--- src/verilog/board_pkg.sv ---
// Board level types and constants
// Status word field positions, game reset length, config widths
`default_nettype none

package board_pkg;

    typedef logic [31:0] status_t;   // OSD menu status word
    typedef logic [6:0]  core_mod_t; // Core mode flags
    typedef logic [7:0]  rst_cnt_t;  // Game reset stretch count
    typedef logic [3:0]  gfx_mask_t; // One enable per graphics layer

    // Cycles game_rst is held once every reset cause is gone
    localparam rst_cnt_t GAME_RST_CYCLES = 8'd255;

    // Status word bit positions
    localparam int ST_NO_ROTATE = 2;  // Keep vertical games unrotated
    localparam int ST_TEST      = 9;
    localparam int ST_FXLEVEL   = 10; // Lower bit of a 2-bit field
    localparam int ST_FLIP      = 12;
    localparam int ST_NO_FM     = 13;
    localparam int ST_NO_PSG    = 14;
    localparam int ST_OSD_PAUSE = 16;

    // Core mode bit positions
    localparam int CM_VERTICAL = 0;
    localparam int CM_4WAY     = 1;

endpackage

`default_nettype wire

--- src/verilog/input_pkg.sv ---
// Player input types and constants
// Joystick widths, button positions, polarity and 4-way direction enum
`default_nettype none

package input_pkg;

    // Raw board joystick, active high
    // Bit 0 right, 1 left, 2 down, 3 up, buttons from bit 4
    typedef logic [15:0] board_joy_t;
    typedef logic [9:0]  game_joy_t;    // Joystick as the game sees it
    typedef logic [3:0]  dir4_t;        // Direction bits only
    typedef logic [3:0]  player_mask_t; // One bit per player

    // Direction remembered by the 4-way filter
    typedef enum logic [2:0] {
        DIR_NONE,
        DIR_RIGHT,
        DIR_LEFT,
        DIR_DOWN,
        DIR_UP
    } dir_e;

    // Fixed for two buttons per player
    localparam int START_BIT = 6;
    localparam int COIN_BIT  = 7;
    localparam int PAUSE_BIT = 8;

    localparam bit GAME_INPUTS_ACTIVE_LOW = 1'b1;

endpackage

`default_nettype wire

--- src/verilog/board_cfg_if.sv ---
// Decoded board configuration bus
`timescale 1ns/1ps
`default_nettype none

interface board_cfg_if;

    logic rot_control; // Vertical game shown rotated
    logic en4way;      // 4-way joystick filter on
    logic dip_flip;
    logic osd_pause;   // Single cycle pulse

    modport cfg_src   (output rot_control, en4way, dip_flip, osd_pause);
    modport cfg_joy   (input rot_control, en4way);
    modport cfg_pause (input osd_pause);
    modport cfg_rst   (input dip_flip);

endinterface

`default_nettype wire

--- src/verilog/dip_decode.sv ---
// Configuration registers
// Decodes status word and core mode into DIP and rotation settings
`timescale 1ns/1ps
`default_nettype none

module dip_decode (
    input  logic                 clk_sys,
    input  logic                 rst,
    input  board_pkg::status_t   status,
    input  board_pkg::core_mod_t core_mod,
    board_cfg_if.cfg_src         cfg,
    output logic [1:0]           rotate,
    output logic                 enable_fm,
    output logic                 enable_psg,
    output logic                 dip_test,
    output logic                 dip_flip,
    output logic [1:0]           dip_fxlevel
);

    import board_pkg::*;

    status_t   status_r;
    core_mod_t core_mod_r;
    logic      osd_last;  // Registered pause bit, one cycle older
    logic      osd_pulse;

    always_ff @(posedge clk_sys) begin
        if (rst) begin
            status_r   <= '0;
            core_mod_r <= '0;
            osd_last   <= 1'b0;
            osd_pulse  <= 1'b0;
        end else begin
            status_r   <= status;
            core_mod_r <= core_mod;
            osd_last   <= status_r[ST_OSD_PAUSE];
            osd_pulse  <= status_r[ST_OSD_PAUSE] & ~osd_last; // Rising edge only
        end
    end

    // Vertical game rotated unless the menu says otherwise
    assign cfg.rot_control = core_mod_r[CM_VERTICAL] & ~status_r[ST_NO_ROTATE];
    assign cfg.en4way      = core_mod_r[CM_4WAY];
    assign cfg.dip_flip    = status_r[ST_FLIP];
    assign cfg.osd_pause   = osd_pulse;

    assign dip_flip    = status_r[ST_FLIP];
    assign rotate      = {status_r[ST_FLIP], cfg.rot_control};
    assign enable_fm   = ~status_r[ST_NO_FM];
    assign enable_psg  = ~status_r[ST_NO_PSG];
    assign dip_test    = status_r[ST_TEST];
    assign dip_fxlevel = status_r[ST_FXLEVEL +: 2];

endmodule

`default_nettype wire

--- src/verilog/reset_gen.sv ---
// Game reset stretcher
// Restarts on system reset, requests, downloads, reset key and flip change
`timescale 1ns/1ps
`default_nettype none

module reset_gen (
    input  logic         clk_sys,
    input  logic         rst,
    input  logic         rst_req,
    input  logic         downloading,
    input  logic         key_reset,
    board_cfg_if.cfg_rst cfg,
    output logic         game_rst
);

    import board_pkg::*;

    logic     key_last;
    logic     flip_last;
    logic     key_rise;
    logic     flip_change;
    logic     cause;
    rst_cnt_t cnt;

    // Key and flip values from the previous cycle
    always_ff @(posedge clk_sys) begin
        key_last  <= key_reset;
        flip_last <= cfg.dip_flip;
    end

    assign key_rise    = key_reset & ~key_last;
    assign flip_change = cfg.dip_flip != flip_last;
    assign cause       = rst | rst_req | downloading | key_rise | flip_change;

    always_ff @(posedge clk_sys) begin
        if (cause) begin
            cnt      <= '0; // Held at zero while any cause lasts
            game_rst <= 1'b1;
        end else begin
            if (cnt != GAME_RST_CYCLES) cnt <= rst_cnt_t'(cnt + 1'b1); // Stops at the end
            game_rst <= cnt != GAME_RST_CYCLES;
        end
    end

    // System reset always reaches the game
    a_rst_to_game: assert property (@(posedge clk_sys) rst |=> game_rst);

endmodule

`default_nettype wire

--- src/verilog/joy_4way.sv ---
// 4-way joystick filter for one player
`timescale 1ns/1ps
`default_nettype none

module joy_4way (
    input  logic             clk_sys,
    input  logic             rst,
    input  logic             enable,
    input  input_pkg::dir4_t dir_in,
    output input_pkg::dir4_t dir_out
);

    import input_pkg::*;

    dir_e  last_dir;  // Last direction let through
    dir4_t last_mask;
    dir4_t lowest;
    dir4_t pick;

    function automatic dir4_t dir_mask(dir_e d);
        case (d)
            DIR_RIGHT: return 4'b0001;
            DIR_LEFT:  return 4'b0010;
            DIR_DOWN:  return 4'b0100;
            DIR_UP:    return 4'b1000;
            default:   return 4'b0000;
        endcase
    endfunction

    function automatic dir_e dir_code(dir4_t m);
        case (m)
            4'b0001: return DIR_RIGHT;
            4'b0010: return DIR_LEFT;
            4'b0100: return DIR_DOWN;
            4'b1000: return DIR_UP;
            default: return DIR_NONE;
        endcase
    endfunction

    assign last_mask = dir_mask(last_dir);
    assign lowest    = dir_in & (~dir_in + 4'd1); // Lowest pressed bit
    // Keep the old direction while it is still held
    assign pick      = |(dir_in & last_mask) ? last_mask : lowest;

    always_ff @(posedge clk_sys) begin
        if (rst) begin
            last_dir <= DIR_NONE;
            dir_out  <= '0;
        end else if (!enable) begin
            dir_out <= dir_in; // Plain 8-way pass
        end else begin
            dir_out <= pick;
            if (|dir_in) last_dir <= dir_code(pick);
        end
    end

    a_one_dir: assert property (@(posedge clk_sys) disable iff (rst)
        enable |=> $onehot0(dir_out));

endmodule

`default_nettype wire

--- src/verilog/joy_condition.sv ---
// Joystick conditioning for four players
// Register, key merge, rotation, polarity, coin/start/service gathering
`timescale 1ns/1ps
`default_nettype none

module joy_condition (
    input  logic                    clk_sys,
    input  logic                    rst,
    board_cfg_if.cfg_joy            cfg,
    input  input_pkg::board_joy_t   board_joystick1,
    input  input_pkg::board_joy_t   board_joystick2,
    input  input_pkg::board_joy_t   board_joystick3,
    input  input_pkg::board_joy_t   board_joystick4,
    input  input_pkg::game_joy_t    key_joy1,
    input  input_pkg::game_joy_t    key_joy2,
    input  input_pkg::game_joy_t    key_joy3,
    input  input_pkg::player_mask_t key_start,
    input  input_pkg::player_mask_t key_coin,
    input  logic                    key_service,
    output input_pkg::game_joy_t    game_joystick1,
    output input_pkg::game_joy_t    game_joystick2,
    output input_pkg::game_joy_t    game_joystick3,
    output input_pkg::game_joy_t    game_joystick4,
    output input_pkg::player_mask_t game_coin,
    output input_pkg::player_mask_t game_start,
    output logic                    game_service,
    output logic                    joy_pause
);

    import input_pkg::*;

    board_joy_t   board_joy [4];
    game_joy_t    key_joy   [4];
    dir4_t        dir_f     [4]; // Filtered directions, stage 1
    logic [15:4]  btn_r     [4];
    game_joy_t    key_r     [4];
    board_joy_t   joy_sync  [4];
    game_joy_t    joy_out   [4];
    player_mask_t coin_w, start_w;
    player_mask_t key_coin_r, key_start_r;

    // Directions move to up, down, right, left order for vertical games
    function automatic game_joy_t rotate_joy(game_joy_t j, logic rot);
        return rot ? {j[9:4], j[0], j[1], j[3], j[2]} : j;
    endfunction

    assign board_joy[0] = board_joystick1;
    assign board_joy[1] = board_joystick2;
    assign board_joy[2] = board_joystick3;
    assign board_joy[3] = board_joystick4;
    assign key_joy[0]   = key_joy1;
    assign key_joy[1]   = key_joy2;
    assign key_joy[2]   = key_joy3;
    assign key_joy[3]   = '0;       // No keys for player 4

    generate
        for (genvar p = 0; p < 4; p++) begin : gen_player
            joy_4way u_4way (
                .clk_sys ( clk_sys           ),
                .rst     ( rst               ),
                .enable  ( cfg.en4way        ),
                .dir_in  ( board_joy[p][3:0] ),
                .dir_out ( dir_f[p]          )
            );
            assign joy_sync[p] = {btn_r[p], dir_f[p]};
            assign coin_w[p]   = joy_sync[p][COIN_BIT];
            assign start_w[p]  = joy_sync[p][START_BIT];
        end
    endgenerate

    assign joy_pause = joy_sync[0][PAUSE_BIT] | joy_sync[1][PAUSE_BIT];

    // Stage 1, beside the 4-way filter registers
    always_ff @(posedge clk_sys) begin
        for (int i = 0; i < 4; i++) begin
            btn_r[i] <= board_joy[i][15:4];
            key_r[i] <= key_joy[i];
        end
        key_coin_r  <= key_coin;
        key_start_r <= key_start;
    end

    // Stage 2, game side outputs
    always_ff @(posedge clk_sys) begin
        if (rst) begin
            for (int i = 0; i < 4; i++) joy_out[i] <= {10{GAME_INPUTS_ACTIVE_LOW}};
            game_coin    <= {4{GAME_INPUTS_ACTIVE_LOW}};
            game_start   <= {4{GAME_INPUTS_ACTIVE_LOW}};
            game_service <= GAME_INPUTS_ACTIVE_LOW;
        end else begin
            for (int i = 0; i < 4; i++) begin
                joy_out[i] <= rotate_joy(joy_sync[i][9:0] | key_r[i], cfg.rot_control)
                              ^ {10{GAME_INPUTS_ACTIVE_LOW}};
            end
            game_coin    <= (coin_w | key_coin_r) ^ {4{GAME_INPUTS_ACTIVE_LOW}};
            game_start   <= (start_w | key_start_r) ^ {4{GAME_INPUTS_ACTIVE_LOW}};
            game_service <= key_service ^ GAME_INPUTS_ACTIVE_LOW; // Single stage
        end
    end

    assign game_joystick1 = joy_out[0];
    assign game_joystick2 = joy_out[1];
    assign game_joystick3 = joy_out[2];
    assign game_joystick4 = joy_out[3];

endmodule

`default_nettype wire

--- src/verilog/user_toggles.sv ---
// Pause toggle and graphics layer enables
`timescale 1ns/1ps
`default_nettype none

module user_toggles (
    input  logic                 clk_sys,
    input  logic                 rst,
    input  logic                 downloading,
    input  logic                 key_pause,
    input  logic                 joy_pause,
    input  board_pkg::gfx_mask_t key_gfx,
    board_cfg_if.cfg_pause       cfg,
    output logic                 dip_pause,
    output board_pkg::gfx_mask_t gfx_en
);

    import board_pkg::*;

    logic      game_pause;
    logic      key_pause_last;
    logic      joy_pause_last;
    gfx_mask_t gfx_last;
    logic      pause_hit;

    always_ff @(posedge clk_sys) begin
        key_pause_last <= key_pause;
        joy_pause_last <= joy_pause;
        gfx_last       <= key_gfx;
    end

    // Any of the three pause sources flips the state
    assign pause_hit = (key_pause & ~key_pause_last) | (joy_pause & ~joy_pause_last)
                     | cfg.osd_pause;

    always_ff @(posedge clk_sys) begin
        if (rst) begin
            game_pause <= 1'b0;
            gfx_en     <= '1;   // All layers shown
        end else begin
            if (downloading) game_pause <= 1'b0;
            else if (pause_hit) game_pause <= ~game_pause;
            gfx_en <= gfx_en ^ (key_gfx & ~gfx_last); // Toggle per key press
        end
    end

    assign dip_pause = ~game_pause; // Game expects it active low

    a_no_pause_on_load: assert property (@(posedge clk_sys) disable iff (rst)
        downloading |=> !game_pause);

endmodule

`default_nettype wire

--- src/verilog/board_top.sv ---
// Arcade board wrapper, input and reset section
// Config decode, game reset, joystick conditioning and user toggles
`timescale 1ns/1ps
`default_nettype none

module board_top (
    input  logic                    clk_sys,
    input  logic                    rst,
    input  logic                    rst_req,
    input  logic                    downloading,
    input  board_pkg::core_mod_t    core_mod,
    input  board_pkg::status_t      status,
    // Board joysticks
    input  input_pkg::board_joy_t   board_joystick1,
    input  input_pkg::board_joy_t   board_joystick2,
    input  input_pkg::board_joy_t   board_joystick3,
    input  input_pkg::board_joy_t   board_joystick4,
    // Decoded keyboard levels
    input  input_pkg::game_joy_t    key_joy1,
    input  input_pkg::game_joy_t    key_joy2,
    input  input_pkg::game_joy_t    key_joy3,
    input  input_pkg::player_mask_t key_start,
    input  input_pkg::player_mask_t key_coin,
    input  logic                    key_reset,
    input  logic                    key_pause,
    input  logic                    key_service,
    input  board_pkg::gfx_mask_t    key_gfx,
    // To the game
    output logic                    game_rst,
    output input_pkg::game_joy_t    game_joystick1,
    output input_pkg::game_joy_t    game_joystick2,
    output input_pkg::game_joy_t    game_joystick3,
    output input_pkg::game_joy_t    game_joystick4,
    output input_pkg::player_mask_t game_coin,
    output input_pkg::player_mask_t game_start,
    output logic                    game_service,
    output logic [1:0]              rotate,
    output logic                    enable_fm,
    output logic                    enable_psg,
    output logic                    dip_test,
    output logic                    dip_pause,
    output logic                    dip_flip,
    output logic [1:0]              dip_fxlevel,
    output board_pkg::gfx_mask_t    gfx_en
);

    board_cfg_if cfg_bus ();

    logic joy_pause; // Pause button from players 1 and 2

    dip_decode u_dip (
        .clk_sys     ( clk_sys     ),
        .rst         ( rst         ),
        .status      ( status      ),
        .core_mod    ( core_mod    ),
        .cfg         ( cfg_bus     ),
        .rotate      ( rotate      ),
        .enable_fm   ( enable_fm   ),
        .enable_psg  ( enable_psg  ),
        .dip_test    ( dip_test    ),
        .dip_flip    ( dip_flip    ),
        .dip_fxlevel ( dip_fxlevel )
    );

    reset_gen u_rst (
        .clk_sys     ( clk_sys     ),
        .rst         ( rst         ),
        .rst_req     ( rst_req     ),
        .downloading ( downloading ),
        .key_reset   ( key_reset   ),
        .cfg         ( cfg_bus     ),
        .game_rst    ( game_rst    )
    );

    joy_condition u_joy (
        .clk_sys         ( clk_sys         ),
        .rst             ( rst             ),
        .cfg             ( cfg_bus         ),
        .board_joystick1 ( board_joystick1 ),
        .board_joystick2 ( board_joystick2 ),
        .board_joystick3 ( board_joystick3 ),
        .board_joystick4 ( board_joystick4 ),
        .key_joy1        ( key_joy1        ),
        .key_joy2        ( key_joy2        ),
        .key_joy3        ( key_joy3        ),
        .key_start       ( key_start       ),
        .key_coin        ( key_coin        ),
        .key_service     ( key_service     ),
        .game_joystick1  ( game_joystick1  ),
        .game_joystick2  ( game_joystick2  ),
        .game_joystick3  ( game_joystick3  ),
        .game_joystick4  ( game_joystick4  ),
        .game_coin       ( game_coin       ),
        .game_start      ( game_start      ),
        .game_service    ( game_service    ),
        .joy_pause       ( joy_pause       )
    );

    user_toggles u_toggles (
        .clk_sys     ( clk_sys     ),
        .rst         ( rst         ),
        .downloading ( downloading ),
        .key_pause   ( key_pause   ),
        .joy_pause   ( joy_pause   ),
        .key_gfx     ( key_gfx     ),
        .cfg         ( cfg_bus     ),
        .dip_pause   ( dip_pause   ),
        .gfx_en      ( gfx_en      )
    );

endmodule

`default_nettype wire

--- config.mk ---
export PLATFORM = sky130hd
export DESIGN_NAME = board_top
export DESIGN_NICKNAME = d
export VERILOG_FILES = /design/src/verilog/board_pkg.sv /design/src/verilog/input_pkg.sv /design/src/verilog/board_cfg_if.sv /design/src/verilog/dip_decode.sv /design/src/verilog/reset_gen.sv /design/src/verilog/joy_4way.sv /design/src/verilog/joy_condition.sv /design/src/verilog/user_toggles.sv /design/src/verilog/board_top.sv
export SDC_FILE = /design/constraint.sdc
export NUM_CORES = 1
export LEC_CHECK = 0
export ABC_AREA = 1
export BUFFER_PORTS_ARGS = -buffer_cell sky130_fd_sc_hd__buf_2
export CORE_UTILIZATION = 52
export DETAILED_ROUTE_END_ITERATION = 16
export PLACE_DENSITY = 0.84
export SYNTH_ARGS = -nofsm -noshare
export SYNTH_HDL_FRONTEND = slang
export SYNTH_SLANG_ARGS = --single-unit
--- constraint.sdc ---
create_clock -name clk_sys -period 2.65 [get_ports clk_sys]
set_input_delay 0.53 -clock clk_sys [delete_from_list [all_inputs] [get_ports clk_sys]]
set_output_delay 0.53 -clock clk_sys [all_outputs]
set_load 0.03 [all_outputs]
==> results.json <==
{
  "status": "finished, final reports clean",
  "path_clk_slew_ps": 70,
  "grt_max_degree": 34,
  "slowest_delay_ps": 520,
  "synth_area_leaders": "dfxtp_1, inv_1, nand2_1, o21ai_0, o211ai_1",
  "syn_area_um2": 5530,
  "stdcell_area_um2": 7030,
  "end_kind": "primary output",
  "synth_nets": 732,
  "p_seq_share_pct": 49.2,
  "cts_tree": "built",
  "drt_first_pass_iters": 4,
  "power.leakage_nw": 3.32,
  "synth_commonest_cells": "dfxtp_1, inv_1, nand2_1",
  "num_rows": 37,
  "grt_pass1_wl_um": 19100,
  "synth-async-reset-ratio_pct": 0,
  "hold_path.class": "in -> reg",
  "ys_seq_area_share_pct": 62.7,
  "vias_per_cell": 4.99,
  "cts_buffers": 17,
  "worst-path-buf-inv": 2,
  "finalCritPeriodShare_pct": 85.1,
  "synth.most_common_cell": "dfxtp_1",
  "p_clk_share_pct": 41.5,
  "min_period_ps": 2250,
  "drc_errors": 0,
  "hold_buffers": 0,
  "start_util_pct": 53.5,
  "chipWidth_um": 105,
  "cp_slowest_cell": "nor2_2",
  "dp_hpwl_um": 8310,
  "fin_nets": 898,
  "dpl_cell_area_um2": 6450,
  "syn_area_per_cell_um2": 9.55,
  "drv_slew": 0,
  "startpoint_type": "register",
  "vias": 4457,
  "io_buffers": 161,
  "dieHeight_um": 105,
  "synth_top_area_share_pct": 62.7,
  "postCtsSetupBuffers": 0,
  "p_comb_share_pct": 9.3,
  "grt_pass1_vias": 4358,
  "cp.arrival_ps": 1720,
  "fp.dieArea_um2": 11000,
  "hold_viol_final": 0,
  "setup_viol": 0,
  "synth_ff_type": "dfxtp_1",
  "cp.required_ps": 2120,
  "h-tree-depth": 4,
  "first_iter_violations": 246,
  "peakVddDrop_v": 0.000598,
  "critical_path_class": "reg -> out",
  "cts_resized": 0,
  "ys_ff_latch": 173,
  "worst_pin_slew_ps": 692,
  "power_density_nw_per_um2": 814,
  "max_clock_freq_mhz": 444,
  "intPower_mw": 4.33,
  "overflow": 0,
  "crit_chain": "inv_1, nor2_2, buf_2",
  "synth_edf_count": 0,
  "grt_use_total_pct": 22.2,
  "tns_ps": 0,
  "diodes": 0,
  "area_delta_synth_final_pct": 27.1,
  "drive_above_1_share_pct": 32.1,
  "core-area_um2": 10300,
  "crit_fanout": 18,
  "skew_ps": 5.87,
  "gp_congestion": 0.848,
  "p_switching_mw": 1.39,
  "yosysUniqueCellTypes": 37,
  "root_buffer": "clkbuf_8",
  "clock_sinks": 173,
  "rsz0062_at_grt": "no",
  "yosysTopAreaCell": "dfxtp_1",
  "cts_buffer_depth": 2,
  "cp_top_family": "simple AND/OR/NAND/NOR gates",
  "wirelength_um": 11700,
  "slew_headroom_pct": 53.8,
  "syn_inst": 579,
  "clk_latency_ps": 530,
  "antenna_found_initial": 1,
  "ioPinCount": 215,
  "drv_cap": 0,
  "sw_frac_of_total_pct": 24.3,
  "ant_nets": 0,
  "ys_warn_count": 0,
  "avgRoutedWirePerCell_um": 13.1
}
==> routing by layer <==
metal	vias to the layer above	global-route usage [%]	share of wire [%]
met5	-	0	0.085
li1	2212	-	-
met2	168	39.8	51
met3	37	7.99	7.2
met4	2	11.9	3.2
met1	2038	22.3	39
==> stage by stage <==
stage               hold WS, ps  setup slack, ps  std cells  util, %  total power, mW
finish                      101              395        894     68.1             5.72
global route               76.0              310        894     68.1             5.93
CTS                        78.2              394        894     68.1             5.76
detailed placement          360              841        862     62.4             3.39
global placement            353              966        862     62.4             3.37
floorplan                   352             1230        579        -             3.20
==> logic make-up after synthesis <==
kind of cell	count (synthesis)	share of synthesized area, %
and+or+nand+nor	173	15.3
AOI/OAI and AO/OA	114	13.4
buffers and inverters	118	8.37
DFF	173	62.7
adders and majority gates	1	0.226
==> cell type report <==
| cell class | instances | area, um^2 |
|---|---|---|
| fillers | 771 | 3300 |
| multi-input cells | 288 | 1600 |
| well taps | 136 | 170 |
| flip-flops and latches | 173 | 3460 |
| clock buffers | 19 | 442 |
| repair buffers | 165 | 836 |
| clock inverters | 13 | 138 |
| inverters | 100 | 375 |
==> power by group through the flow <==
stage	registers, mW	logic, mW	clock network [mW]
floorplan	2.97	0.224	0
global placement	2.86	0.510	0
detailed placement	2.87	0.528	0
CTS	2.81	0.534	2.42
global route	2.82	0.582	2.52
finish	2.81	0.532	2.38
==> flip-flops by register name (all words and copies together), names as in the netlist, 8 cells and up <==
name / count
u_joy.gen_player.u_4way.dir_out: 16
u_rst.cnt: 8
u_joy.joy_out: 40
u_dip.status_r: 8
u_joy.btn_r: 24
u_joy.key_r: 30
u_joy.gen_player.u_4way.last_dir: 12
==> final timing paths <==
kind	startpoint	end	slack [ps]	cells after the start
max	u_dip.core_mod_r[0]	rotate[0]	400	3
min	key_joy1[8]	u_joy.key_r[0][8]	100	1
max reg2reg	u_dip.core_mod_r[0]	u_joy.joy_out[1][0]	790	4
min reg2reg	u_joy.btn_r[3][1]	u_joy.joy_out[3][5]	370	1
==> cells in the final DEF, fill, tap and decap left out, drive strengths merged <==
| master | count |
|---|---|
| a211oi | 1 |
| a21boi | 4 |
| a21oi | 29 |
| a31oi | 4 |
| buf | 165 |
| bufinv | 2 |
| clkbuf | 19 |
| clkinv | 6 |
| clkinvlp | 3 |
| dfxtp | 173 |
| ha | 1 |
| inv | 102 |
| nand2 | 79 |
| nand3 | 29 |
| nand4 | 13 |
| nor2 | 40 |
| nor3 | 8 |
| nor4 | 2 |
| o211ai | 18 |
| o21ai | 45 |
| o21bai | 1 |
| o311ai | 12 |
| or2 | 2 |
==> worst reg2reg max path, delay by kind of cell (launching register included) <==
family | cells | cell delay (ps)
flip-flops | 1 | 320
buffers and inverters | 2 | 470
AO/OA/AOI/OAI | 1 | 440
AND/OR/NAND/NOR | 1 | 520
Power figures use the tool's default switching activity.
